### src/hdl/acq_readout_settings.svh
`ifndef ACQ_READOUT_SETTINGS_SVH
`define ACQ_READOUT_SETTINGS_SVH

// circular sample buffer of 1024 words
`define CBUF_ADDR_W 10
// adc sample, two of them packed per buffer word
`define SAMPLE_W 12
`define WORD_W 32
// a burst is four consecutive buffer words
`define WORDS_PER_BURST 4
`define BURST_W 128
`define BURST_CNT_W 8
`define TRIG_FIFO_DEPTH 4
`define CHECKSUM_W 32
// counters carried in the headers
`define WFM_CNT_W 16
`define REC_CNT_W 32
// record tags sit in bits 127:112
`define TAG_W 16
`define WFM_HDR_TAG 16'hA5E1
`define CHECKSUM_TAG 16'hC5C5
`define FILL_HDR_TAG 16'hF111

`endif

### src/hdl/acq_readout_pkg.sv
`include "acq_readout_settings.svh"

package acq_readout_pkg;

    // two adc samples in the low 24 bits, zero padding above
    typedef struct packed {
        logic [`WORD_W-2*`SAMPLE_W-1:0] pad;
        logic [`SAMPLE_W-1:0]           sample_b;
        logic [`SAMPLE_W-1:0]           sample_a;
    } sample_pair_t;

    typedef enum logic [2:0] {
        REC_NONE     = 3'd0,
        REC_WFM_HDR  = 3'd1,
        REC_DATA     = 3'd2,
        REC_CHECKSUM = 3'd3,
        REC_FILL_HDR = 3'd4
    } record_kind_e;

    // per-cycle command from the fill sequencer
    typedef struct packed {
        logic                    read_init;
        logic                    read_inc;
        logic                    latch_word;
        logic                    last_word;
        record_kind_e            record_kind;
        logic                    emit;
        logic                    fill_start;
        logic [`BURST_CNT_W-1:0] bursts;
        logic [`CBUF_ADDR_W-1:0] trig_addr;
    } seq_cmd_t;

    // command after the buffer read, with the word read for it
    typedef struct packed {
        logic                    latch_word;
        logic                    last_word;
        record_kind_e            record_kind;
        logic                    emit;
        logic                    fill_start;
        logic [`BURST_CNT_W-1:0] bursts;
        logic [`CBUF_ADDR_W-1:0] trig_addr;
        logic [`WORD_W-1:0]      word;
    } stage_cmd_t;

    // record candidate, payload widened to a full burst
    typedef struct packed {
        record_kind_e            record_kind;
        logic                    emit;
        logic                    fill_start;
        logic [`BURST_CNT_W-1:0] bursts;
        logic [`CBUF_ADDR_W-1:0] trig_addr;
        logic [`BURST_W-1:0]     payload;
    } burst_cmd_t;

    typedef struct packed {
        logic [`BURST_W-1:0] payload;
        record_kind_e        record_kind;
    } record_t;

endpackage

### src/hdl/fill_sequencer.sv
`include "acq_readout_settings.svh"

module fill_sequencer (
    input  logic                      adc_clk,
    input  logic                      reset_clk_adc,
    input  logic                      rd_en,
    input  logic                      trig_en,
    input  logic                      fifo_empty,
    input  logic [`CBUF_ADDR_W-1:0]   head_addr,
    input  logic [`BURST_CNT_W-1:0]   bursts_per_wfm,
    output logic                      trig_rd_en,
    output logic                      trig_wait,
    output logic                      wr_active,
    output acq_readout_pkg::seq_cmd_t cmd
);

    // one-hot state bit positions
    localparam int S_IDLE       = 0;
    localparam int S_FILL_INIT  = 1;
    localparam int S_TRIG_WAIT  = 2;
    localparam int S_WFM_INIT1  = 3;
    localparam int S_WFM_INIT2  = 4;
    localparam int S_LOOP1      = 5;
    localparam int S_LOOP2      = 6;
    localparam int S_LOOP3      = 7;
    localparam int S_LOOP4      = 8;
    localparam int S_WFM_DONE   = 9;
    localparam int S_NO_TRIG    = 10;
    localparam int S_FILL_DONE1 = 11;
    localparam int S_FILL_DONE2 = 12;
    localparam int S_FILL_DONE3 = 13;
    localparam int S_WRITE_WAIT = 14;
    localparam int NUM_STATES   = 15;

    logic [NUM_STATES-1:0]         cs;
    logic [NUM_STATES-1:0]         ns;
    logic                          got_trig;
    logic [`BURST_CNT_W-1:0]       bursts_q;
    logic [`BURST_CNT_W-1:0]       burst_cnt;
    logic                          loop_next;
    acq_readout_pkg::record_kind_e kind_next;

    always_ff @(posedge adc_clk) begin
        if (reset_clk_adc) begin
            cs         <= '0;
            cs[S_IDLE] <= 1'b1;
        end else begin
            cs <= ns;
        end
    end

    always_comb begin
        ns = '0;
        case (1'b1)
            cs[S_IDLE]:      ns[rd_en ? S_FILL_INIT : S_IDLE] = 1'b1;
            cs[S_FILL_INIT]: ns[S_TRIG_WAIT] = 1'b1;
            cs[S_TRIG_WAIT]: begin
                // a stored trigger always wins, none is dropped at fill end
                if (!fifo_empty) begin
                    ns[S_WFM_INIT1] = 1'b1;
                end else if (!trig_en) begin
                    ns[got_trig ? S_FILL_DONE1 : S_NO_TRIG] = 1'b1;
                end else begin
                    ns[S_TRIG_WAIT] = 1'b1;
                end
            end
            cs[S_WFM_INIT1]: ns[S_WFM_INIT2] = 1'b1;
            // zero bursts means a header-only waveform
            cs[S_WFM_INIT2]: ns[(burst_cnt == '0) ? S_WFM_DONE : S_LOOP1] = 1'b1;
            cs[S_LOOP1]:     ns[S_LOOP2] = 1'b1;
            cs[S_LOOP2]:     ns[S_LOOP3] = 1'b1;
            cs[S_LOOP3]:     ns[S_LOOP4] = 1'b1;
            cs[S_LOOP4]:     ns[(burst_cnt == '0) ? S_WFM_DONE : S_LOOP1] = 1'b1;
            cs[S_WFM_DONE]:  ns[S_TRIG_WAIT] = 1'b1;
            cs[S_NO_TRIG]:   ns[S_FILL_DONE1] = 1'b1;
            // fold fill header, emit checksum, emit fill header
            cs[S_FILL_DONE1]: ns[S_FILL_DONE2] = 1'b1;
            cs[S_FILL_DONE2]: ns[S_FILL_DONE3] = 1'b1;
            cs[S_FILL_DONE3]: ns[S_WRITE_WAIT] = 1'b1;
            // hold until the fill is released by rd_en
            cs[S_WRITE_WAIT]: ns[rd_en ? S_WRITE_WAIT : S_IDLE] = 1'b1;
            default:          ns[S_IDLE] = 1'b1;
        endcase
    end

    assign loop_next = ns[S_LOOP1] | ns[S_LOOP2] | ns[S_LOOP3] | ns[S_LOOP4];

    always_comb begin
        kind_next = acq_readout_pkg::REC_NONE;
        if (ns[S_WFM_INIT2]) begin
            kind_next = acq_readout_pkg::REC_WFM_HDR;
        end else if (ns[S_LOOP4]) begin
            kind_next = acq_readout_pkg::REC_DATA;
        end else if (ns[S_FILL_DONE2]) begin
            kind_next = acq_readout_pkg::REC_CHECKSUM;
        end else if (ns[S_FILL_DONE1] || ns[S_FILL_DONE3]) begin
            kind_next = acq_readout_pkg::REC_FILL_HDR;
        end
    end

    // bursts setting fixed for the whole fill
    always_ff @(posedge adc_clk) begin
        if (ns[S_FILL_INIT]) begin
            bursts_q <= bursts_per_wfm;
        end
    end

    // all outputs registered from the next state
    always_ff @(posedge adc_clk) begin
        if (reset_clk_adc) begin
            got_trig   <= 1'b0;
            burst_cnt  <= '0;
            trig_rd_en <= 1'b0;
            trig_wait  <= 1'b0;
            wr_active  <= 1'b0;
            cmd        <= '0;
        end else begin
            if (ns[S_FILL_INIT]) begin
                got_trig <= 1'b0;
            end else if (ns[S_WFM_INIT1]) begin
                got_trig <= 1'b1;
            end
            // down-counter, one step per burst
            if (ns[S_WFM_INIT1]) begin
                burst_cnt <= bursts_q;
            end else if (ns[S_LOOP1]) begin
                burst_cnt <= burst_cnt - 1'b1;
            end
            trig_rd_en <= ns[S_WFM_INIT1];
            trig_wait  <= ns[S_TRIG_WAIT];
            wr_active  <= ~(ns[S_IDLE] | ns[S_FILL_INIT] | ns[S_TRIG_WAIT]);

            cmd.read_init   <= ns[S_WFM_INIT1];
            cmd.read_inc    <= loop_next;
            cmd.latch_word  <= loop_next;
            cmd.last_word   <= ns[S_LOOP4];
            cmd.record_kind <= kind_next;
            cmd.emit        <= ns[S_WFM_INIT2] | ns[S_LOOP4] | ns[S_FILL_DONE2] |
                               ns[S_FILL_DONE3];
            cmd.fill_start  <= ns[S_FILL_INIT];
            cmd.bursts      <= bursts_q;
            // head of the FWFT fifo, popped in the same state
            if (ns[S_WFM_INIT1]) begin
                cmd.trig_addr <= head_addr;
            end
        end
    end

endmodule

### config.mk
export PLATFORM = sky130hd
export DESIGN_NAME = fill_sequencer
export DESIGN_NICKNAME = d
export VERILOG_FILES = /design/src/hdl/acq_readout_pkg.sv /design/src/hdl/fill_sequencer.sv
export VERILOG_INCLUDE_DIRS = /design/src /design/src/hdl
export SDC_FILE = /design/constraint.sdc
export NUM_CORES = 1
export LEC_CHECK = 0
export ABC_AREA = 1
export BUFFER_PORTS_ARGS = -buffer_cell sky130_fd_sc_hd__buf_2
export CAP_MARGIN = 20
export CORE_MARGIN = 2
export CORE_UTILIZATION = 60
export CTS_BUF_LIST = sky130_fd_sc_hd__clkbuf_4
export CTS_CLUSTER_DIAMETER = 120
export DETAILED_ROUTE_END_ITERATION = 8
export PLACE_DENSITY = 0.88
export SYNTH_ARGS = -nofsm -noshare
export SYNTH_HDL_FRONTEND = slang
export SYNTH_SLANG_ARGS = --single-unit
### constraint.sdc
create_clock -name adc_clk -period 3.62 [get_ports adc_clk]
set_input_delay 0.724 -clock adc_clk [delete_from_list [all_inputs] [get_ports adc_clk]]
set_output_delay 0.724 -clock adc_clk [all_outputs]
set_load 0.02 [all_outputs]
# After elaboration in Yosys (flattened, before gate mapping)
# Index checks and enable logic that the tools add are counted.
[word_totals]
word_cells = 278
input_bits = 23
out_inout_bits = 30
ff_bits = 60
[op_classes]
n_bitwise = 9
n_reduce_logical = 10
muxes = 234
n_addsub = 1
magnitude_cmp = 8
[ops]
columns = ["cell", "count"]
rows = [
  ["2-to-1 mux 1 bit", 204],
  ["2-to-1 mux 2 bit", 18],
  ["demux 1 bit (select 4 bit)", 4],
  ["2-to-1 mux 8 bit", 2],
  ["less-than comparator 4 x 5 -> 1 bit (second input constant)", 3],
  ["greater-or-equal comparator 4 x 1 -> 1 bit (second input constant)", 3],
  ["2-to-1 mux 12 bit", 1],
  ["2-to-1 mux 11 bit", 1],
  ["logical NOT 8 bit", 1],
  ["2-to-1 mux 4 bit", 2],
  ["OR 1 bit", 8],
  ["subtractor 8 x 1 -> 8 bit (second input constant)", 1],
  ["2-to-1 mux 3 bit", 2],
  ["less-than comparator 1 x 5 -> 1 bit (second input constant)", 1],
  ["logical AND 1 bit", 4],
  ["OR reduction 2 bit", 2],
  ["OR reduction 4 bit", 1],
  ["nonzero test 2 bit", 1],
  ["greater-or-equal comparator 1 bit (second input constant)", 1],
  ["logical OR 1 bit", 1],
  ["inverter 1 bit", 1],
]

# Depth between registers and ports, before layout
[logic_depth]
depth_word = 25
ltp_mapped = 10
mapped_depth_nobuf = 10

# Worst setup path after synthesis
# OpenSTA, ideal clock, no wires.
[synth_timing]
path_type = "flip-flop to output port"
startpoint = "register, netlist name cs[3]"
endpoint = "output port cmd[26] (netlist name)"
path_stages_with_launch = 2
t_arrival_ns = 0.797
required_ns = 2.896
slack_ns = 2.099
path_cell_list = "dfxtp_1 buf_4"
[synth_rtl]
columns = ["item", "line", "text"]
rows = [
  ["end, declared", "fill_sequencer.sv:14", "output acq_readout_pkg::seq_cmd_t cmd"],
]

==> impl_metrics.py <==
metrics = {
    "cells_and_area": {
        "drive_above_1_share_pct": 26.9,
        "num_antenna_cells": 0,
        "area_growth_pct": 14.6,
        "n_fill_cell": 287,
        "fin_nets": 358,
        "stdcell_count": 382,
    },
    "routing": {
        "remaining_drc_errors": 0,
        "drtPass1Iterations": 4,
        "avgViaCountPerCell": 5.01,
        "totalWireLength_mm": 4.56,
        "routedWlPerCell_um": 11.9,
        "vias": 1915,
        "drt_iter0_drc": 81,
        "antenna_left": 0,
    },
    "outcome": {
        "status": "finished clean",
    },
    "die": {
        "die_w_um": 66.3,
        "die_h_um": 66.3,
        "start_util_pct": 63.2,
        "core_mm2": 0.00369,
        "die_area_mm2": 0.00440,
        "rows": 22,
        "io_pins": 53,
    },
    "logic_synthesis": {
        "synth_top_area_share_pct": 41.2,
        "ys_types": 33,
        "synth.yosys.seq_area_share_pct": 51.5,
        "yosysMostFrequentCell": "nor2_1",
        "syn_nets": 310,
        "synth_edf_count": 8,
        "avgSynthCellArea_um2": 8.18,
        "async_reset_ff_share_pct": 0,
        "netlist_area_mm2": 0.00233,
        "ys_top_cells_by_count": "57 x nor2_1, 48 x dfxtp_1, 42 x nand2_1, 34 x inv_1, 19 x nand3_1",
        "synth_ff_type": "dfxtp_1",
        "yosysTopAreaCell": "dfxtp_1",
        "ys_ff_latch": 56,
        "syn_inst": 285,
        "synthTopCellsByArea": "dfxtp_1 41%, edfxtp_1 10%, nor2_1 9.2%",
        "ys_warn_count": 0,
    },
    "clock_network": {
        "post_cts_buffers": 0,
        "clk_pin_slew_ps": 160,
        "cts_sinks": 56,
        "cts_root_buf": "clkbuf_4",
        "cts_buffers": 5,
        "cts-resized-gates": 0,
        "htree_levels": 2,
        "cts_tree": "built",
        "postCtsHoldBufs": 0,
        "insertion_delay_ps": 380,
        "clockBufferDepth": 2,
    },
    "placed_design": {
        "place_congestion": 0.869,
        "hpwl_mm": 3.45,
        "portBuffers": 52,
        "place_ws_ps": 1650,
        "dp_cells": 374,
    },
    "sta": {
        "relSlewSlack_pct": 62.4,
        "fin_tns_setup_ps": 0,
        "worst_pin_slew_ps": 564,
        "clock_skew_ps": 8.28,
        "fin_ws_ps": 1730,
        "timing.final.crit_period_ps": 1890,
        "period_share_pct": 52.2,
        "rsz0062_at_grt": "no",
        "fmax_ghz": 0.529,
        "setup_violations": 0,
        "hold_violations": 0,
        "maxSlewViolCount": 0,
    },
    "run": {
        "drv_cap": 0,
    },
    "hold_path": {
        "hold_class": "reg2reg",
    },
    "critical_path": {
        "arrival_ps": 1170,
        "cp_max_fo": 5,
        "critPathMaxStageDelay_ps": 550,
        "critPathTopFamily": "flip-flops",
        "cp_data_required_time_ps": 2900,
        "crit_type": "reg2out",
        "crit_path_end_kind": "primary output",
        "cp-start-kind": "register",
        "cp_slowest_cell": "dfxtp_1",
        "path_cells": "buf_2",
        "path_buf_inv": 1,
    },
    "grt": {
        "grt_usage_pct": 23.1,
        "grt_overflow": 0,
        "grt_pass1_vias": 1783,
        "grt_first_pass_wirelength_mm": 7.65,
        "antenna_found_initial": 0,
        "grt_max_degree": 25,
    },
    "power": {
        "ir_worst_vdd_mv": 0.288,
        "p_leak_uw": 0.00129,
        "powerDensity_mw_per_mm2": 403,
    },
}
[cells in the final DEF (no fill, tap or decap), drive strengths merged]
| cell | count |
|---|---|
| nand4 | 2 |
| nor4 | 2 |
| nand2 | 48 |
| a21boi | 1 |
| nand3b | 1 |
| inv | 41 |
| edfxtp | 8 |
| a31oi | 1 |
| buf | 52 |
| o32ai | 2 |
| a21oi | 5 |
| clkinvlp | 1 |
| bufinv | 1 |
| clkbuf | 5 |
| o21ai | 18 |
| nor2 | 67 |
| nor3b | 2 |
| nor3 | 5 |
| nand3 | 20 |
| dfxtp | 48 |
| ha | 2 |
| o22ai | 1 |
| xor2 | 1 |
[flip-flops by register name, summed over array words and instances (netlist names)]
| signal | flops |
|---|---|
| wr_active | 1 |
| bursts_q | 8 |
| cs | 15 |
| got_trig | 1 |
| burst_cnt | 8 |
| cmd | 23 |
[cell type report]
type                    instances  area, um^2  area share (%)
flip-flops and latches         56        1200            45.0
multi-input cells             178         916            34.3
repair buffers                 52         260            9.74
inverters                      40         150            5.62
well taps                      48        60.1            2.25
clock inverters                 3        46.3            1.73
clock buffers                   5        37.5            1.41
[cells by family (layout without fill, tap and decap cells)]
family,Yosys count,in the layout,synth area share (%)
buffers and inverters,51,100,9.18
adders and majority gates,2,2,1.07
and+or+nand+nor,147,147,30.5
xor gates and xnor gates,1,1,0.376
AOI/OAI and AO/OA,28,28,7.35
DFF,56,56,51.5
[metal layers]
metal,vias to the layer above,global-route usage (%),part of all wire [%]
met5,-,0,0
met4,0,9.44,2.1
met3,12,4.60,5.3
met2,61,40.1,49
met1,857,27.8,44
li1,985,-,-
[final timing paths]
path,from,end,slack [ps],cells after the start
worst min register to register,cs[5],cs[7],470,1
worst min-delay path,cs[5],cs[7],470,1
worst max register to register,cs[2],burst_cnt[7],2060,8
worst max-delay path,cs[3],cmd[26],1730,1
[metrics by stage]
step / hold WS (ps) / area (um^2) / utilization, % / total power (uW)
floorplan: 422 / 2330 / - / 715
global placement: 443 / 2590 / 70.1 / 740
detailed placement: 452 / 2590 / 70.1 / 744
CTS: 473 / 2670 / 72.4 / 1080
global route: 487 / 2670 / 72.4 / 1110
finish: 469 / 2670 / 72.4 / 1080
[power by group]
group	leakage [uW]	switching, uW	internal (uW)
sequential	0.000466	6.81	646
combinational	0.000778	50.8	26.9
clock	0.0000418	198	148
Power figures use the tool's default switching activity.
