<file path="config.mk">
export PLATFORM = sky130hd
export DESIGN_NAME = burst_assembler
export DESIGN_NICKNAME = d
export VERILOG_FILES = /design/src/hdl/acq_readout_pkg.sv /design/src/hdl/burst_assembler.sv
export VERILOG_INCLUDE_DIRS = /design/src /design/src/hdl
export SDC_FILE = /design/constraint.sdc
export NUM_CORES = 1
export LEC_CHECK = 0
export BUFFER_PORTS_ARGS = -buffer_cell sky130_fd_sc_hd__buf_4
export CORE_MARGIN = 1.5
export CORE_UTILIZATION = 47
export CTS_CLUSTER_DIAMETER = 60
export DETAILED_ROUTE_END_ITERATION = 8
export GPL_TIMING_DRIVEN = 0
export PLACE_DENSITY = 0.84
export SLEW_MARGIN = 30
export SYNTH_ARGS = -nofsm -noshare
export SYNTH_HDL_FRONTEND = slang
export SYNTH_SLANG_ARGS = --single-unit
</file>
<file path="constraint.sdc">
create_clock -name adc_clk -period 0.8 [get_ports adc_clk]
set_input_delay 0.04 -clock adc_clk [delete_from_list [all_inputs] [get_ports adc_clk]]
set_output_delay 0.04 -clock adc_clk [all_outputs]
set_load 0.02 [all_outputs]
</file>
<file path="src/hdl/acq_readout_settings.svh">
`ifndef ACQ_READOUT_SETTINGS_SVH
`define ACQ_READOUT_SETTINGS_SVH

// circular sample buffer of 1024 words
`define CBUF_ADDR_W 10
// adc sample, two of them packed per buffer word
`define SAMPLE_W 12
`define WORD_W 32
// a burst is four consecutive buffer words
`define WORDS_PER_BURST 4
`define BURST_W 128
`define BURST_CNT_W 8
`define TRIG_FIFO_DEPTH 4
`define CHECKSUM_W 32
// counters carried in the headers
`define WFM_CNT_W 16
`define REC_CNT_W 32
// record tags sit in bits 127:112
`define TAG_W 16
`define WFM_HDR_TAG 16'hA5E1
`define CHECKSUM_TAG 16'hC5C5
`define FILL_HDR_TAG 16'hF111

`endif

</file>
<file path="src/hdl/acq_readout_pkg.sv">
`include "acq_readout_settings.svh"

package acq_readout_pkg;

    // two adc samples in the low 24 bits, zero padding above
    typedef struct packed {
        logic [`WORD_W-2*`SAMPLE_W-1:0] pad;
        logic [`SAMPLE_W-1:0]           sample_b;
        logic [`SAMPLE_W-1:0]           sample_a;
    } sample_pair_t;

    typedef enum logic [2:0] {
        REC_NONE     = 3'd0,
        REC_WFM_HDR  = 3'd1,
        REC_DATA     = 3'd2,
        REC_CHECKSUM = 3'd3,
        REC_FILL_HDR = 3'd4
    } record_kind_e;

    // per-cycle command from the fill sequencer
    typedef struct packed {
        logic                    read_init;
        logic                    read_inc;
        logic                    latch_word;
        logic                    last_word;
        record_kind_e            record_kind;
        logic                    emit;
        logic                    fill_start;
        logic [`BURST_CNT_W-1:0] bursts;
        logic [`CBUF_ADDR_W-1:0] trig_addr;
    } seq_cmd_t;

    // command after the buffer read, with the word read for it
    typedef struct packed {
        logic                    latch_word;
        logic                    last_word;
        record_kind_e            record_kind;
        logic                    emit;
        logic                    fill_start;
        logic [`BURST_CNT_W-1:0] bursts;
        logic [`CBUF_ADDR_W-1:0] trig_addr;
        logic [`WORD_W-1:0]      word;
    } stage_cmd_t;

    // record candidate, payload widened to a full burst
    typedef struct packed {
        record_kind_e            record_kind;
        logic                    emit;
        logic                    fill_start;
        logic [`BURST_CNT_W-1:0] bursts;
        logic [`CBUF_ADDR_W-1:0] trig_addr;
        logic [`BURST_W-1:0]     payload;
    } burst_cmd_t;

    typedef struct packed {
        logic [`BURST_W-1:0] payload;
        record_kind_e        record_kind;
    } record_t;

endpackage

</file>
<file path="src/hdl/burst_assembler.sv">
`include "acq_readout_settings.svh"

module burst_assembler (
    input  logic                        adc_clk,
    input  logic                        reset_clk_adc,
    input  acq_readout_pkg::stage_cmd_t stage,
    output acq_readout_pkg::burst_cmd_t packed_cmd
);

    logic [`BURST_W-1:0] lanes;
    logic [`BURST_W-1:0] shifted;

    // new word enters the top lane
    // after four shifts the first word sits in lane 0
    assign shifted = {stage.word, lanes[`BURST_W-1:`WORD_W]};

    always_ff @(posedge adc_clk) begin
        if (stage.latch_word) begin
            lanes <= shifted;
        end
    end

    always_ff @(posedge adc_clk) begin
        if (reset_clk_adc) begin
            packed_cmd <= '0;
        end else begin
            // headers and fill commands pass one stage along
            packed_cmd.record_kind <= stage.record_kind;
            packed_cmd.emit        <= stage.emit;
            packed_cmd.fill_start  <= stage.fill_start;
            packed_cmd.bursts      <= stage.bursts;
            packed_cmd.trig_addr   <= stage.trig_addr;
            // fourth word completes the burst, taken straight from the shifter
            if (stage.last_word) begin
                packed_cmd.payload <= shifted;
            end
        end
    end

endmodule

</file>
After elaboration in Yosys (flattened, before gate mapping) --
Index checks and enable logic that the tools add are counted.
Word-level totals: flip-flop bits (word level) 279, bits in latches 0, RAM bits 0, ROM bits 0, input bits 59, output and inout bits 151, logic and storage cells 7, memories 0
Operators by class: add/sub/neg operators 0, $mul 0, div/mod/pow operators 0, $lt $le $gt $ge 0, eq/ne operators 0, shifts and indexed selects 0, multiplexer cells 0, bitwise operators 0, reductions and logical operators 0

Depth between registers and ports, before layout --
Gate-level depths: netlist of run 1.
word-level depth 0, depth in mapped cells 4, depth with buffers taken out 2

Worst setup path after synthesis of run 1 --
Ideal clock, no wire load.
kind input-to-reg, start point input reset_clk_adc, end point register packed_cmd[100] in the netlist's numbering, setup time 117 ps, arrival 562 ps, required time 683 ps, setup slack 121 ps, stages on the path 4, path buffers 3, path through buf_2 -> buf_2 -> buf_2 -> nor2_1
RTL lines:
- start, declared | line burst_assembler.sv:5 | input logic reset_clk_adc,
- end, declared | line burst_assembler.sv:7 | output acq_readout_pkg::burst_cmd_t packed_cmd
No word-level cell between the ends.

Worst setup path in the final report of run 1 --
start point register packed_cmd[1] in the netlist's numbering, end point output packed_cmd[1] in the netlist's numbering
No word-level cell between the ends.

==> reports/summary.md, run 1 <==
### Setup path
* **data required time at the worst endpoint** 760 ps
* **startpoint of the lowest-slack register-to-register path** lanes[33]
* **critical path peak fanout** 2
* **register-to-register path setup slack** -180 ps
* **data arrival time of the critical path** 1000 ps
* **kind of end point of the critical path** output pin
* **Worst path max stage delay** 380 ps
* **number of cell instances on the worst register-to-register path** 2
* **ordered cell list for the critical path** buf_6
* **category of the worst setup path launch point** register
* **critical path's slowest cell** sky130_fd_sc_hd__dfxtp_4
* **R2R Path End** packed_cmd[1]
* **CP Buf/Inv Count** 1
* **critical setup path kind** reg -> out
* **gate family responsible for the most delay along the worst path** flip-flops

### Floorplan
* **die outline area** 18,200 um^2
* **overall die height** 135 um
* **Core ar.** 16,800 um^2
* **standard-cell row count** 47
* **IO Count** 210
* **effective utilization at floorplan** 48.7%
* **width of the die** 135 um

### Placed design
* **Port Buffers** 207
* **placer congestion estimate** 0.734
* **Post-DP HPWL** 11.6 mm

### Route
* **wirelength, routed** 21.5 mm
* **Detailed Route Iter0 Violations** 286
* **wire length per cell after detailed routing** 19.2 um
* **antenna violation net count after detailed routing** 0
* **post-route DRC violation count** 0
* **Pre-antenna DRT Iters** 6
* **Via density** 4.91
* **total via count after detailed routing** 5,494

### Yosys
* **flop and latch count out of synthesis** 247
* **Syn Nets** 616
* **Post-Synthesis Mean Instance Area** 14.7 um^2
* **instance count of the mapped netlist** 557
* **total of warnings raised by yosys** 0
* **post-synthesis cell area** 8160 um^2
* **count of different cell masters after synthesis** 9
* **sequential share of the synthesized area** 72.4%

### Timing
* **crit path setup slack, layout** -238 ps
* **max_slew headroom** 37.5%
* **Hold Slack** -38.5 ps
* **Fin Clk Skew** 7.61 ps
* **Setup Viol. Count Final** 160
* **Pins Over Slew Limit** 0
* **share of the clock period used by the worst path** 130%
* **peak clock frequency supported by timing** 963 MHz
* **slew at the pin closest to its max-slew limit** 937 ps
* **final hold violation count** 4
* **unrepaired setup endpoints after global routing** true
* **Setup TNS Final** -29,840 ps
* **final critical delay including setup and external delays** 1040 ps

### Finish
* **ratio of cells with drive above 1 in the final layout** 51.2%
* **Core Util, Final** 74.5%
* **most common cell after layout, fill and taps aside** sky130_fd_sc_hd__buf_6
* **area added between synthesis and finish** 53.0%
* **most frequent cells in the layout** sky130_fd_sc_hd__buf_6, sky130_fd_sc_hd__dfxtp_2, sky130_fd_sc_hd__nor2_1
* **number of antenna diodes** 0
* **post-layout net count** 940

### Clock tree
* **clk_lat worst skew** 500 ps
* **CTS sink cnt** 247
* **Inserted Clock Buffers** 25
* **clock edge transition at the registers on the reported setup and hold paths** 60 ps
* **hold buffer count at cts** 55
* **clock tree buffer depth** 3
* **H-Tree Level Count** 1
* **clock tree from TritonCTS** yes
* **CTS Root Cell** sky130_fd_sc_hd__clkbuf_16

### Hold path
* **Min-Delay Startpoint** stage[55]
* **class of the tightest hold or removal check** in -> reg
* **Hold Crit Endpoint** packed_cmd[4]
* **Min-Delay Path Depth** 3

### Power and ir drop
* **leakage dissipation** 5.48 nW
* **power per cell area** 2430 nW/um^2
* **power consumption** 30.3 mW
* **peak ir drop on the vdd network** 0.00213 V

### GRT
* **GRT Residual Overflow** 0
* **Total GRT Usage** 22.7%
* **maximum number of pins on one net before global-route repair** 97
* **number of antenna violations at the first check in global routing** 0
* **vias in the first global route** 5,874
* **first-pass GRT wire length** 31.7 mm

### Job
* **max-capacitance violation count** 0

### Run status
* **result of the run** complete, but fails checks
* **violations in the final reports** hold timing, setup timing

cells by family (layout without fill, tap and decap cells):
logic type,Yosys count,in the layout,share of synthesized area (%)
DFF,247,247,72.4
buffers and inverters,31,373,4.28
and+or+nand+nor,151,151,7.65
muxes,128,128,15.7
synthesized netlist by cell type, drive strengths merged:
master | number | share of area [%]
buf | 25 | 4.0
nor2 | 128 | 5.9
nor2b | 23 | 1.8
mux2i | 128 | 16
edfxtp | 96 | 35
clkbuf | 6 | 0.28
dfxtp | 151 | 37
per-stage QoR:
| step | area [um^2] | setup slack (ps) | std cells |
|---|---|---|---|
| after global routing | 12500 | -253 | 1119 |
| after floorplan | 8160 | 121 | 557 |
| after CTS | 12300 | -238 | 1104 |
| after detailed placement | 9990 | -351 | 984 |
| final | 12500 | -238 | 1119 |
| after global placement | 9990 | -634 | 984 |
sequential cells by signal (all words and copies together) (netlist names):
| signal | count |
|---|---|
| packed_cmd | 151 |
| lanes | 96 |
per-layer routing:
metal	part of all wire (%)	wire, um	vias up	global-route usage, %
li1	-	-	2550	-
met1	37	8030	2708	24.8
met2	54	11600	194	43.6
met3	6.1	1310	42	4.77
met4	2.6	556	0	6.99
met5	0	0	-	0
how the worst max path moves through the flow:
stage,from,end,depth (start not counted)
2_1_floorplan,reset_clk_adc,packed_cmd[100],4
3_3_place_gp,stage[56],lanes[124],1
3_5_place_dp,stage[56],lanes[124],1
4_1_cts,packed_cmd[70],packed_cmd[70],1
5_1_grt,packed_cmd[18],packed_cmd[18],1
6_report,packed_cmd[1],packed_cmd[1],1
area by class of cell:
cell class                 count  area (um^2)
buffer                        31          349
clock buffer                  38          746
clock inverter                 7          116
fill                         984         4280
multi-input combinational    279         1920
sequential                   247         6100
tap                          220          275
timing repair buffer         297         2980
power breakdown:
| group | switching [mW] | total (mW) | leakage, nW | internal [mW] |
|---|---|---|---|---|
| clock | 4.71 | 12.1 | 0.421 | 7.40 |
| sequential | 0.524 | 14.6 | 2.24 | 14.1 |
| combinational | 1.74 | 3.66 | 2.82 | 1.92 |
repair_timing:
action / 4_1_cts / 5_1_grt
resized for setup: 302 / 16
buffers inserted: 20 / 17
endpoints found under the setup margin: 151 / 171
endpoints found under the hold margin: 94 / 4
pin swaps: 0 / 3
No activity file was read; power rests on OpenSTA's default activity.
==> run 2: changes to the inputs <==
- SETUP_SLACK_MARGIN: not set -> 0.3
==> reports/summary.md, run 2 (synthesis gave the netlist of run 1 again) <==
### Power and ir drop
* **Net Sw Power** 7.09 mW
* **power per cell area** 2390 nW/um^2
* **peak ir drop on the vdd network** 0.00226 V
* **power consumption** 30.8 mW
* **share of total power consumed by net switching** 23.0%
* **sequential fraction of design power** 47.3%
* **internal power of the cells** 23.8 mW
* **leakage dissipation** 5.66 nW
* **power share of the combinational group** 12.8%
* **clock power share** 39.9%

### Finish
* **number of flip-flops in the largest register** 151
* **fillcell total** 922
* **most frequent cells in the layout** sky130_fd_sc_hd__buf_6, sky130_fd_sc_hd__dfxtp_2, sky130_fd_sc_hd__nor2_1
* **leading registers by flop count** packed_cmd x151, lanes x96
* **number of non-filler instances in the completed layout** 1,142
* **area added between synthesis and finish** 58.3%
* **post-layout net count** 961
* **Largest Register** packed_cmd
* **most common cell after layout, fill and taps aside** sky130_fd_sc_hd__buf_6
* **Core Util, Final** 77.1%
* **ratio of cells with drive above 1 in the final layout** 53.9%

### Run status
* **violations in the final reports** hold timing, setup timing
* **result of the run** complete, but fails checks

### Setup path
* **critical path peak fanout** 2
* **data required time at the worst endpoint** 760 ps
* **register-to-register path setup slack** -170 ps
* **gate family responsible for the most delay along the worst path** flip-flops
* **Worst path max stage delay** 370 ps
* **kind of end point of the critical path** output pin
* **ordered cell list for the critical path** buf_6
* **critical setup path kind** reg -> out
* **data arrival time of the critical path** 1000 ps
* **category of the worst setup path launch point** register
* **CP Buf/Inv Count** 1
* **critical path's slowest cell** sky130_fd_sc_hd__dfxtp_2

### GRT
* **maximum number of pins on one net before global-route repair** 97
* **GRT Residual Overflow** 0
* **vias in the first global route** 5,953
* **Total GRT Usage** 23.4%
* **number of antenna violations at the first check in global routing** 1
* **first-pass GRT wire length** 32.5 mm

### Hold path
* **class of the tightest hold or removal check** in -> reg

### Timing
* **peak clock frequency supported by timing** 961 MHz
* **final critical delay including setup and external delays** 1040 ps
* **Hold Slack** -163 ps
* **Setup Viol. Count Final** 178
* **max_slew headroom** 60.4%
* **crit path setup slack, layout** -240 ps
* **share of the clock period used by the worst path** 130%
* **unrepaired setup endpoints after global routing** true
* **slew at the pin closest to its max-slew limit** 594 ps
* **Fin Clk Skew** 17.5 ps
* **Pins Over Slew Limit** 0
* **final hold violation count** 19

### Floorplan
* **standard-cell row count** 47
* **Core ar.** 16,800 um^2
* **width of the die** 135 um
* **IO Count** 210
* **effective utilization at floorplan** 48.7%
* **overall die height** 135 um
* **die outline area** 18,200 um^2

### Route
* **Detailed Route Iter0 Violations** 272
* **wire length per cell after detailed routing** 20.0 um
* **total via count after detailed routing** 5,570
* **antenna violation net count after detailed routing** 0
* **post-route DRC violation count** 0
* **Pre-antenna DRT Iters** 4
* **Via density** 4.88
* **wirelength, routed** 22.8 mm

### Clock tree
* **clock tree from TritonCTS** yes
* **clock edge transition at the registers on the reported setup and hold paths** 60 ps
* **CTS sink cnt** 247
* **H-Tree Level Count** 1
* **clock tree buffer depth** 3
* **hold buffer count at cts** 55
* **Inserted Clock Buffers** 25
* **CTS Root Cell** sky130_fd_sc_hd__clkbuf_16
* **clk_lat worst skew** 510 ps

### Placed design
* **Post-DP HPWL** 12.0 mm
* **number of cells after detailed placement** 984
* **Port Buffers** 207
* **placer congestion estimate** 0.741

### Job
* **max-capacitance violation count** 0

[run 2: cell types whose count changed in the layout (fill, tap and decap cells not counted), moves of 2 or more]
cell                            before  now
sky130_fd_sc_hd__buf_6             163  201
sky130_fd_sc_hd__buf_2              11    1
sky130_fd_sc_hd__buf_4              80   73
sky130_fd_sc_hd__mux2i_1           123  117
sky130_fd_sc_hd__clkbuf_1           13    8
sky130_fd_sc_hd__mux2i_2             5    9
sky130_fd_sc_hd__clkbuf_4            0    3
sky130_fd_sc_hd__clkbuf_8            5    7
sky130_fd_sc_hd__dlygate4sd3_1      55   53
sky130_fd_sc_hd__mux2i_4             0    2
[run 2: power groups by stage]
stage	registers, mW	clock network (mW)	logic [mW]
after floorplan	15.1	0	1.01
after global placement	14.6	0	2.84
after detailed placement	14.6	0	2.91
after CTS	14.5	12.4	3.59
after global routing	14.7	13.0	4.13
final	14.6	12.3	3.94
[run 2: cell type report]
type                            instances  area, um^2  area share, %
Clock buffer                           38         766           5.93
Antenna cell                            1        2.50         0.0194
Clock inverter                          8         124          0.959
Buffer                                 31         402           3.11
Timing Repair Buffer                  318        3290           25.4
Tap cell                              220         275           2.13
Multi-Input combinational cell        279        1960           15.2
Sequential cell                       247        6100           47.2
[run 2: worst paths after layout]
| path | startpoint | end | cells after the start |
|---|---|---|---|
| min | stage[8] | lanes[104] | 2 |
| max reg2reg | lanes[117] | packed_cmd[85] | 2 |
| max | packed_cmd[68] | packed_cmd[68] | 1 |
| min reg2reg | lanes[75] | lanes[43] | 0 |
[run 2: stage by stage]
| step | setup WS, ps | area, um^2 | setup TNS (ps) |
|---|---|---|---|
| final | -240 | 12900 | -31470 |
| after global routing | -269 | 12900 | -36470 |
| after CTS | -248 | 12500 | -32310 |
| after detailed placement | -341 | 10100 | -43810 |
| after global placement | -613 | 10100 | -67950 |
| after floorplan | 134 | 8250 | 0 |
[run 2: metal layers]
layer / GRT usage [%] / wire (um) / vias to the layer above
met3: 5.63 / 1550 / 48
met1: 24.4 / 8210 / 2707
li1: - / - / 2593
met5: 0 / 0 / -
met2: 45.5 / 12300 / 222
met4: 7.71 / 718 / 0
[run 2: timing repair]
item	in CTS	in global routing
gates resized for setup	299	44
gates cloned	0	0
pin swaps	15	35
buffers inserted	24	32
hold endpoints to repair	94	12
setup endpoints to repair	439	427
