===== src/hdl/acq_readout_settings.svh =====
`ifndef ACQ_READOUT_SETTINGS_SVH
`define ACQ_READOUT_SETTINGS_SVH

// circular sample buffer of 1024 words
`define CBUF_ADDR_W 10
// adc sample, two of them packed per buffer word
`define SAMPLE_W 12
`define WORD_W 32
// a burst is four consecutive buffer words
`define WORDS_PER_BURST 4
`define BURST_W 128
`define BURST_CNT_W 8
`define TRIG_FIFO_DEPTH 4
`define CHECKSUM_W 32
// counters carried in the headers
`define WFM_CNT_W 16
`define REC_CNT_W 32
// record tags sit in bits 127:112
`define TAG_W 16
`define WFM_HDR_TAG 16'hA5E1
`define CHECKSUM_TAG 16'hC5C5
`define FILL_HDR_TAG 16'hF111

`endif


===== src/hdl/trig_fifo.sv =====
`include "acq_readout_settings.svh"

module trig_fifo (
    input  logic                    adc_clk,
    input  logic                    reset_clk_adc,
    input  logic                    trig_req,
    input  logic [`CBUF_ADDR_W-1:0] trig_addr,
    input  logic                    trig_rd_en,
    output logic                    trig_ack,
    output logic                    fifo_empty,
    output logic [`CBUF_ADDR_W-1:0] head_addr
);

    localparam int PTR_W = $clog2(`TRIG_FIFO_DEPTH);
    localparam logic [PTR_W:0] FULL_CNT = `TRIG_FIFO_DEPTH;

    logic [`CBUF_ADDR_W-1:0] mem [`TRIG_FIFO_DEPTH];
    logic [PTR_W-1:0]        wr_ptr;
    logic [PTR_W-1:0]        rd_ptr;
    logic [PTR_W:0]          count;
    logic                    push;
    logic                    pop;

    // accept only a fresh request, and only when there is room
    assign push       = trig_req & ~trig_ack & (count != FULL_CNT);
    assign pop        = trig_rd_en & ~fifo_empty;
    assign fifo_empty = (count == '0);
    // first word fall through
    assign head_addr  = mem[rd_ptr];

    always_ff @(posedge adc_clk) begin
        if (push) begin
            mem[wr_ptr] <= trig_addr;
        end
    end

    always_ff @(posedge adc_clk) begin
        if (reset_clk_adc) begin
            trig_ack <= 1'b0;
            wr_ptr   <= '0;
            rd_ptr   <= '0;
            count    <= '0;
        end else begin
            // ack follows the store, drops once req is gone
            if (push) begin
                trig_ack <= 1'b1;
            end else if (!trig_req) begin
                trig_ack <= 1'b0;
            end
            if (push) begin
                wr_ptr <= wr_ptr + 1'b1;
            end
            if (pop) begin
                rd_ptr <= rd_ptr + 1'b1;
            end
            if (push && !pop) begin
                count <= count + 1'b1;
            end else if (pop && !push) begin
                count <= count - 1'b1;
            end
        end
    end

endmodule


===== config.mk =====
export PLATFORM = sky130hd
export DESIGN_NAME = trig_fifo
export DESIGN_NICKNAME = d
export VERILOG_FILES = /design/src/hdl/trig_fifo.sv
export VERILOG_INCLUDE_DIRS = /design/src /design/src/hdl
export SDC_FILE = /design/constraint.sdc
export NUM_CORES = 1
export LEC_CHECK = 0
export ABC_AREA = 1
export BUFFER_PORTS_ARGS = -buffer_cell sky130_fd_sc_hd__buf_2
export CAP_MARGIN = 30
export CORE_ASPECT_RATIO = 1.75
export CORE_MARGIN = 2
export CORE_UTILIZATION = 55
export CTS_CLUSTER_DIAMETER = 80
export DETAILED_ROUTE_END_ITERATION = 6
export PLACE_DENSITY = 0.76
export SYNTH_ARGS = -nofsm -noshare
export SYNTH_HDL_FRONTEND = slang
export SYNTH_SLANG_ARGS = --single-unit

===== constraint.sdc =====
create_clock -name adc_clk -period 2.2 [get_ports adc_clk]
set_input_delay 0.44 -clock adc_clk [delete_from_list [all_inputs] [get_ports adc_clk]]
set_output_delay 0.44 -clock adc_clk [all_outputs]
set_load 0.01 [all_outputs]

# Word-level counts from Yosys, hierarchy flattened
# Memory sizes are Yosys's and may differ from the RTL's. A register that Yosys moved wholly into a read port is not among the register bits.
# Index checks and enable logic that the tools add are counted.
# Widths: inputs -> output; s select.
[totals]
reg_bits = 8
in_bits = 14
mem_count = 1
latch_bits = 0
rom_bits = 0
ram_bits = 40
[op_classes]
eq_ne = 2
muxes = 8
add_sub_neg = 4
n_bitwise = 5
n_shift = 0
n_mul = 0
div_mod_pow = 0
n_reduce_logical = 6
n_lt_le_gt_ge = 0
[mem_list]
columns = ["memory", "words", "word_bits", "read_ports", "rd_ports_with_merged_regs", "wr", "line", "text"]
rows = [
  ["mem", 4, 10, 1, 1, 1, "trig_fifo.sv:17", "logic [`CBUF_ADDR_W-1:0] mem [`TRIG_FIFO_DEPTH];"],
]
[ops]
columns = ["op", "count"]
rows = [
  ["$mux 3", 2],
  ["$add 2x1->2 const B", 2],
  ["$mux 1", 4],
  ["$mux 2", 2],
  ["$add 3x1->3 const B", 1],
  ["$and 1x1->1", 3],
  ["$logic_not 3->1", 1],
  ["$ne 3x3->1 const B", 1],
  ["$sub 3x1->3 const B", 1],
  ["$logic_and 1x1->1", 2],
  ["$logic_not 1->1", 2],
  ["$ne 2x1->1 const B", 1],
  ["$not 1->1", 2],
  ["$reduce_bool 2->1", 1],
]

# Longest topological paths before layout
# Gate-level depths: netlist of the first run.
[depth]
ltp_word = 7
depth_mapped = 13
mapped_depth_nobuf = 13

# Worst setup path before layout of the first run
# No wires, ideal clock.
[synth_timing]
path_kind = "input port to flip-flop"
from = "input port trig_req"
to = "register count[2]"
t_required_ps = 2087
setup_ps = 113
arrival_time_ps = 1572
slack_ps = 515
stages = 13
cell_sequence = "inv_1 > nor2_4 > nand2_4 > inv_2 > ha_1 > inv_1 > fa_1 > inv_1 > nand2_1 > nand3_1 > nand2_1 > nand2_1 > nor2_1"
[synth_via]
elab_chain_cells = 5
elab_cells_between_ends = 7
classes_between = "mux (1); bitwise (2); reduce/logical (4)"
[synth_rtl]
columns = ["item", "line", "text"]
rows = [
  ["from (decl)", "trig_fifo.sv:6", "input logic trig_req,"],
  ["$and 1x1->1 (*) (2 in series)", "trig_fifo.sv:25", "assign push = trig_req & ~trig_ack & (count != FULL_CNT);"],
  ["via push", "trig_fifo.sv:21", "logic push;"],
  ["$logic_not 1->1", "trig_fifo.sv:58", "end else if (pop && !push) begin"],
  ["$logic_and 1x1->1", "trig_fifo.sv:58", ""],
  ["$reduce_bool 2->1 (no source line)", "--", ""],
  ["to (signal assigned)", "trig_fifo.sv:57", "count <= count + 1'b1;"],
  ["to (signal assigned)", "trig_fifo.sv:59", "count <= count - 1'b1;"],
  ["to (decl)", "trig_fifo.sv:20", "logic [PTR_W:0] count;"],
]
# The timed path passes the listed nets; every way through them passes the cells marked *.
# A chain may end at the register's enable or synchronous reset.

==> summary.txt, run 1 <==
Root Driver: clkbuf_8
Vias in the first global route: 1344
Hold buffers post-CTS: 0
Die Y-Extent: 84.4 µm
Critical Path RT: 1.76 ns
Syn Inst Count: 171
Largest family of logic cells by synthesized area: simple AND/OR/NAND/NOR gates
Area occupied by multi-input gates: 533 µm²
Clock sinks: 50
Clock-pin slew on the worst setup and hold paths: 0.08 ns
Largest cells by area after synthesis: edfxtp_1 (59%), dfxtp_1 (9.9%), nor2_1 (6.1%)
Final setup viols: 0
Total gr overflow: 0
DRC viols: 0
Post_cts resized: 0
Num CTS Buffers: 5
Min cycle time layout: 1.94 ns
DP HPWL: 2510 µm
Vias per inst: 5.20
Synth Area in Compound Gates: 9.37%
Drt initial violations: 24
Synthesized area: 2030 µm²
RSZ-0062 raised after global routing: false
Post-synthesis mux area share: 0%
Synthesis-stage register bit count: 50
Worst Path Arrival: 1.50 ns
Placeable Area: 3590 µm²
Via count: 1300
Routed len/inst: 14.3 µm
Row count: 29
PortBufs: 25
Layout Cells excl Fill: 250
HP Class: input port to flop
Yosys warning count: 0
Slew @ Worst Pin: 0.590 ns
Area grow syn2layout: 13.6%
Final GP Congestion: 0.728
Mapped Nets: 191
Final hold vios: 0
Area leader, netlist: edfxtp_1
IO Pins: 26
Initial Util: 56.5%
Simple-gate area share of the yosys netlist: 12.4%
Total Neg Setup Slack: 0 ns
Setup Skew: 0.00359 ns
Die area: 4210 µm²
Initial antenna violation count: 0
Antenna viol nets, final: 0
Worst R2R Path Depth: 13
Max Freq: 0.514 GHz
H-Tree Depth: 2
Netlist cell types: 20
Proportion of layout cells with a drive suffix above 1: 21.6%
DIE WIDTH: 49.9 µm
Worst hold path startpoint: trig_addr[4]
CP max FO: 20
Final Net Count: 223
Synth Area in XOR/XNOR: 0.431%
Status: completed
Post-synthesis sequential area ratio: 69.0%
Fin crit share: 88.4%
Clk_lat worst skew: 0.29 ns
Design Area, Final: 2310 µm²
Hold path cells: 1
Overall Global Routing Usage: 19.1%
Synth top area share: 59.1%
Startpoint Class: flop
DP Area: 2230 µm²
Placed Cells incl. Taps: 242
Max-slew headroom: 60.6%
R2r setup slk: 0.39 ns
Leakage power: 0.904 nW
Max Cap Viol: 0
Total area of sequential cells: 1400 µm²
Total power: 2.45 mW
CTS max path bufs: 2
Crit path kind: flop to output port
DRT Pass-1 Iters: 4
Adder-Cell Fraction of Synth Area: 4.07%
R2r endpoint: count[2]
TritonCTS clock tree: done
Final design utilization: 64.2%
Routed WL: 3570 µm
Largest net degree at the start of global routing: 21
Setup Fix Bufs, Post-CTS: 0
Reg2reg start: count[1]
Fillers: 274
Pwr Density: 1060 nW/µm²
End of the worst hold path: mem[0][4]
First-pass GRT wire length: 5950 µm
Avg Inst Size Synth: 11.9 µm²
Crit path capture type: output port
Antenna Cells: 0
Worst vdd ir: 0.000752 V
Pins Over Slew Limit: 0
-- worst max-delay path, stage by stage (launching register included) --
cell and delay (ns):
dfxtp_1 0.31, inv_1 0.44, o21ai_0 0.15, o22ai_1 0.15, buf_2 0.16
-- cells in the final DEF, fill, tap and decap left out, types with 2 or more instances in the layout --
master / instances
edfxtp_1: 40
buf_2: 25
a21oi_1: 3
nor2_1: 33
nand2_2: 3
nand2_1: 11
nand3_1: 3
o21ai_0: 21
inv_1: 18
ha_1: 5
nand2_4: 2
buf_4: 5
dfxtp_1: 10
o22ai_1: 10
nor2_4: 2
clkbuf_8: 5
-- state kept, by name (all words and copies together) (netlist names), named ones only --
name	count
count	3
rd_ptr	2
mem	40
trig_ack	1
wr_ptr	2
-- synthesized netlist by cell type --
| library cell | n |
|---|---|
| clkbuf_2 | 2 |
| inv_1 | 18 |
| nand3b_1 | 1 |
| nand2_4 | 2 |
| nor2_4 | 2 |
| inv_2 | 1 |
| nand3_1 | 3 |
| a21oi_1 | 3 |
| o21ai_0 | 21 |
| edfxtp_1 | 40 |
| nand2_1 | 11 |
| fa_1 | 1 |
| xor2_1 | 1 |
| nor2_1 | 33 |
| dfxtp_1 | 10 |
| ha_1 | 5 |
| o22ai_1 | 10 |
| nand2_2 | 3 |
| buf_2 | 3 |
| o211ai_1 | 1 |
-- per-stage QoR --
| step | hold slack (ns) | worst slack (ns) |
|---|---|---|
| 2_1_floorplan | 0.459 | 0.515 |
| 6_report | 0.354 | 0.256 |
| 4_1_cts | 0.341 | 0.248 |
| 3_3_place_gp | 0.480 | 0.381 |
| 5_1_grt | 0.346 | 0.114 |
| 3_5_place_dp | 0.493 | 0.274 |
-- where the power goes --
part | switching, mW | total [mW] | internal (mW)
Sequential | 0.0749 | 1.22 | 1.14
Combinational | 0.466 | 0.747 | 0.281
Clock | 0.267 | 0.486 | 0.219
Total | 0.808 | 2.45 | 1.64
-- how the worst max path moves through the flow --
stage / to / slack, ns / cells after the start
2_1_floorplan: count[2] / 0.51 / 13
3_3_place_gp: count[2] / 0.38 / 14
3_5_place_dp: count[2] / 0.27 / 14
4_1_cts: head_addr[4] / 0.25 / 4
5_1_grt: head_addr[3] / 0.11 / 4
6_report: head_addr[4] / 0.26 / 4
-- kinds of logic after synthesis --
group,Yosys count
adder cells (fa/ha/maj),6
AO/OA/AOI/OAI,35
AND/OR/NAND/NOR,55
flip-flops,50
buffers and inverters,24
XOR/XNOR,1
-- final cells by class --
cell class / instances / share of cell area, %
Inverter: 19 / 3.09
Multi-Input combinational cell: 97 / 23.1
Sequential cell: 50 / 60.7
Timing Repair Buffer: 30 / 7.05
Clock inverter: 2 / 0.380
Tap cell: 46 / 2.49
Clock buffer: 6 / 3.15
-- metal layers --
metal	track usage, %	wire length [µm]	vias up
met5	0	0	-
met4	9.85	72	0
met3	4.45	120	7
met2	35.2	2040	26
met1	19.3	1340	618
li1	-	-	649
Note: power is estimated with default switching activity, not from simulation.
==> run 2: changes to the inputs <==
Settings changed: ABC_AREA 1 to default, PLACE_DENSITY 0.76 to 0.77.
==> summary.txt, run 2 <==
Status: completed
Reg2reg start: count[2]
Num CTS Buffers: 5
R2r setup slk: 0.05 ns
Proportion of layout cells with a drive suffix above 1: 43.2%
Total gr overflow: 0
Initial antenna violation count: 0
Row count: 28
Leading cell type in the layout, fill and taps excluded: edfxtp_1
Root Driver: clkbuf_8
Clock sinks: 50
Clock-pin slew on the worst setup and hold paths: 0.08 ns
Routed len/inst: 14.8 µm
First-pass GRT wire length: 4220 µm
Final hold vios: 0
Design Area, Final: 2270 µm²
Most frequent cell after synthesis: edfxtp_1
Final setup viols: 0
Biggest register: mem
Commonest cells in the netlist: edfxtp_1 (40), dfxtp_1 (10), mux4_2 (10)
Final GP Congestion: 0.683
Leakage power: 0.821 nW
Slew @ Worst Pin: 0.496 ns
DRC viols: 0
Pwr Density: 1070 nW/µm²
Hold path cells: 1
Routed WL: 2730 µm
Setup Skew: 0.00323 ns
Pins Over Slew Limit: 0
Avg Inst Size Synth: 19.0 µm²
Total area of sequential cells: 1400 µm²
Max Cap Viol: 0
CP max FO: 6
DIE WIDTH: 49.1 µm
Clk_lat worst skew: 0.29 ns
Syn Inst Count: 103
Asr flop ratio synth: 0%
Setup WS pre-CTS: 0.0225 ns
Worst R2R Path Depth: 8
Largest cells by area after synthesis: edfxtp_1 (61%), mux4_2 (12%), dfxtp_1 (10%)
CTS max path bufs: 2
End of the worst hold path: mem[2][8]
Max-slew headroom: 66.9%
Max Freq: 0.465 GHz
Drt initial violations: 16
Worst vdd ir: 0.000763 V
Max reg flops: 40
Final Net Count: 158
Largest regs: mem (40), count (3)
DP HPWL: 1930 µm
Vias per inst: 5.20
Yosys warning count: 0
Synthesized area: 1960 µm²
Worst hold path startpoint: trig_addr[8]
Crit path kind: flop to flop
Area leader, netlist: edfxtp_1
Synth Flop Type: edfxtp_1
Area occupied by multi-input gates: 539 µm²
Fin crit share: 97.7%
Worst Path Arrival: 2.37 ns
Netlist cell types: 22
Die area: 4070 µm²
Total power: 2.43 mW
Min cycle time layout: 2.15 ns
Crit. Startpoint: count[2]
Initial Util: 57.6%
Placeable Area: 3400 µm²
Mapped Nets: 123
Setup WS post-layout: 0.0513 ns
Via count: 957
Fillers: 250
DRT Pass-1 Iters: 4
Critical Path RT: 2.42 ns
Antenna Cells: 0
Die Y-Extent: 82.9 µm
Synthesis-stage register bit count: 50
Overall Global Routing Usage: 14.2%
R2r endpoint: count[2]
Post-synthesis sequential area ratio: 71.6%
Startpoint Class: flop
Synth top area share: 61.4%
PortBufs: 25
Vias in the first global route: 952
DP Area: 2160 µm²
Area grow syn2layout: 16.2%
HP Class: input port to flop
Leading cell types in the layout, fill and taps excluded: edfxtp_1 (40), buf_2 (25), mux4_2 (10)
Antenna viol nets, final: 0
EDFF count, synth: 40
Largest net degree at the start of global routing: 15
IO Pins: 26
H-Tree Depth: 2
Final design utilization: 66.9%
Final hold slack: 0.366 ns
Crit path capture type: flop
TritonCTS clock tree: done
## run 2: stage by stage
stage | std cells | TNS (ns)
final | 184 | 0
after floorplan | 103 | 0
after CTS | 182 | 0
after global routing | 184 | -0.0175
after global placement | 174 | 0
after detailed placement | 174 | 0
## run 2: cell type report
class | count | share of cell area (%)
Clock buffer | 6 | 3.63
Multi-Input combinational cell | 46 | 23.7
Clock inverter | 2 | 0.330
Sequential cell | 50 | 61.7
Tap cell | 45 | 2.48
Timing Repair Buffer | 31 | 7.48
Inverter | 4 | 0.660
## run 2: cells by family (layout without fill, tap and decap cells)
kind of cell / after synthesis / count (layout) / share of synthesized area [%]
DFF: 50 / 50 / 71.6
and+or+nand+nor: 18 / 18 / 6.07
muxes: 13 / 13 / 13.3
buffers and inverters: 7 / 43 / 1.41
adders and majority gates: 6 / 6 / 4.22
AOI/OAI and AO/OA: 5 / 5 / 1.60
xor gates and xnor gates: 4 / 4 / 1.79
## run 2: critical path, cell delays in order (launching register included)
cell and delay [ns]:
dfxtp_2 0.35, nor3b_2 0.18, nor3b_4 0.21, ha_2 0.21
inv_1 0.05, fa_1 0.36, xor2_1 0.16, or3_2 0.43
a21oi_2 0.14
## run 2: what timing repair did
| action | CTS | global route |
|---|---|---|
| buffers inserted | 0 | 2 |
| gates resized for setup | 0 | 5 |
| endpoints found under the setup margin | 0 | 1 |
| endpoints found under the hold margin | 0 | 0 |
| hold buffers | 0 | 0 |
## run 2: worst max-delay path by stage
stage | slack (ns) | endpoint | depth (start not counted)
3_5_place_dp | 0.02 | count[2] | 7
5_1_grt | -0.02 | count[2] | 8
3_3_place_gp | 0.12 | count[2] | 8
6_report | 0.05 | count[2] | 8
2_1_floorplan | 0.02 | count[2] | 8
4_1_cts | 0.005 | count[2] | 7
## run 2: metal layers
layer	vias up	GRT usage [%]	wire, µm
li1	461	-	-
met1	468	15.1	1020
met2	23	25.4	1560
met3	5	3.42	103
met4	0	7.01	50
met5	-	0	0
## run 2: where the power goes
group	leakage [nW]	switching, mW	internal, mW
registers	0.448	0.0784	1.14
logic	0.327	0.332	0.372
clock network	0.0463	0.258	0.247
total	0.821	0.668	1.76
==> run 3: changes to the inputs <==
==> constraint.sdc (replaced) <==
create_clock -name adc_clk -period 2.2 [get_ports adc_clk]
set_input_delay 0 -clock adc_clk [delete_from_list [all_inputs] [get_ports adc_clk]]
set_output_delay 0 -clock adc_clk [all_outputs]
set_load 0.01 [all_outputs]
==> summary.txt, run 3 (synthesis gave the netlist of run 2 again) <==
Vias per inst: 5.38
Max Freq: 0.458 GHz
Area occupied by multi-input gates: 542 µm²
Design Area, Final: 2410 µm²
Layout Cells excl Fill: 196
Worst hold path startpoint: trig_rd_en
DIE WIDTH: 49.1 µm
DRC viols: 0
Via count: 1054
Pwr Density: 1050 nW/µm²
R2r setup slk: 0.02 ns
DP Area: 2160 µm²
Reg2reg start: count[2]
Status: completed
Slew @ Worst Pin: 0.477 ns
Overall Global Routing Usage: 16.9%
Initial antenna violation count: 0
Critical Path RT: 2.43 ns
Total gr overflow: 0
Final hold slack: 0.174 ns
Clock-pin slew on the worst setup and hold paths: 0.09 ns
Setup WS pre-CTS: -0.0256 ns
DRT met1 WL: 1140 µm
Hold path cells: 5
Leading cell types in the layout, fill and taps excluded: edfxtp_1 (40), buf_2 (25), dlygate4sd3_1 (12)
H-Tree Depth: 2
Area grow syn2layout: 23.3%
Fillers: 239
Initial Util: 57.6%
R2r endpoint: count[2]
Final setup viols: 0
CTS max path bufs: 2
TritonCTS clock tree: done
Root Driver: clkbuf_8
Largest net degree at the start of global routing: 16
Placeable Area: 3400 µm²
Total area of sequential cells: 1410 µm²
Routed WL: 3140 µm
CP max FO: 3
Pins Over Slew Limit: 0
Placed Cells incl. Taps: 174
Antenna Cells: 0
DP HPWL: 1990 µm
Routed len/inst: 16.0 µm
Die area: 4070 µm²
Max reg flops: 40
Crit path capture type: flop
HP Class: input port to flop
Setup WS post-layout: 0.0179 ns
Max-slew headroom: 68.2%
Drt initial violations: 23
Max Cap Viol: 0
Final design utilization: 71.0%
Min cycle time layout: 2.18 ns
Biggest register: mem
Setup Skew: 0.00694 ns
Max layer used: met4
WL met3: 119 µm
Vias in the first global route: 1072
Worst Path Arrival: 2.41 ns
Clock sinks: 50
Leakage power: 0.881 nW
Crit path kind: flop to flop
Row count: 28
Total Neg Setup Slack: 0 ns
Die Y-Extent: 82.9 µm
Proportion of layout cells with a drive suffix above 1: 41.7%
PortBufs: 25
Final Net Count: 170
Final hold vios: 0
Leading cell type in the layout, fill and taps excluded: edfxtp_1
Startpoint Class: flop
Worst vdd ir: 0.000926 V
Antenna viol nets, final: 0
Num CTS Buffers: 5
Total power: 2.53 mW
Largest regs: mem (40), count (3)
DRT Pass-1 Iters: 4
Clk_lat worst skew: 0.30 ns
Fin crit share: 99.2%
First-pass GRT wire length: 4940 µm
Worst R2R Path Depth: 8
Final GP Congestion: 0.652
IO Pins: 26
Met2 WL post-DR: 1780 µm
==> run 3: cell count changes in the layout (fill, tap and decap cells not counted) <==
cell and delta:
dlygate4sd3_1 +12, clkinv_2 +2, clkbuf_16 +1, dfxtp_4 +1, fa_1 -1, dfxtp_2 -1, clkinv_1 -2, fa_2 +1
clkbuf_8 -1
==> run 3: layout make-up <==
class,count,share of cell area (%)
sequential,50,58.3
multi-input combinational,46,22.4
timing repair buffer,43,12.0
clock buffer,6,3.89
tap,45,2.33
inverter,4,0.622
clock inverter,2,0.415
==> run 3: how the worst max path moves through the flow <==
stage | start | to | slack [ns] | cells past startpoint
2_1_floorplan | count[0] | count[2] | 0.02 | 8
3_3_place_gp | count[1] | count[2] | 0.12 | 7
3_5_place_dp | count[1] | count[2] | -0.03 | 7
4_1_cts | count[2] | count[2] | 0.01 | 8
5_1_grt | count[2] | count[2] | -0.006 | 8
6_report | count[2] | count[2] | 0.02 | 8
==> run 3: worst max-delay path: stages, from the launching register on <==
cell     delay, ns
dfxtp_4       0.35
nor3b_2       0.17
nor3b_4       0.24
ha_2          0.22
inv_1         0.06
fa_2          0.34
xor2_1        0.16
or3_2         0.43
a21oi_2       0.15
==> run 3: timing repair <==
action | in CTS | in global routing
gates resized for setup | 4 | 3
buffers inserted | 0 | 2
hold endpoints to repair | 44 | 0
setup endpoints to repair | 1 | 1
hold buffers | 12 | 0
pin swaps | 0 | 2
==> run 3: routing by layer <==
| metal | vias to the layer above | GRT usage [%] |
|---|---|---|
| met3 | 10 | 3.42 |
| met1 | 517 | 17.3 |
| li1 | 488 | - |
| met2 | 39 | 30.8 |
| met5 | - | 0 |
| met4 | 0 | 9.35 |
==> run 3: power by group <==
group	internal, mW	switching, mW	leakage, nW
logic	0.390	0.349	0.376
registers	1.15	0.0754	0.448
clock network	0.289	0.279	0.0561
total	1.83	0.703	0.881
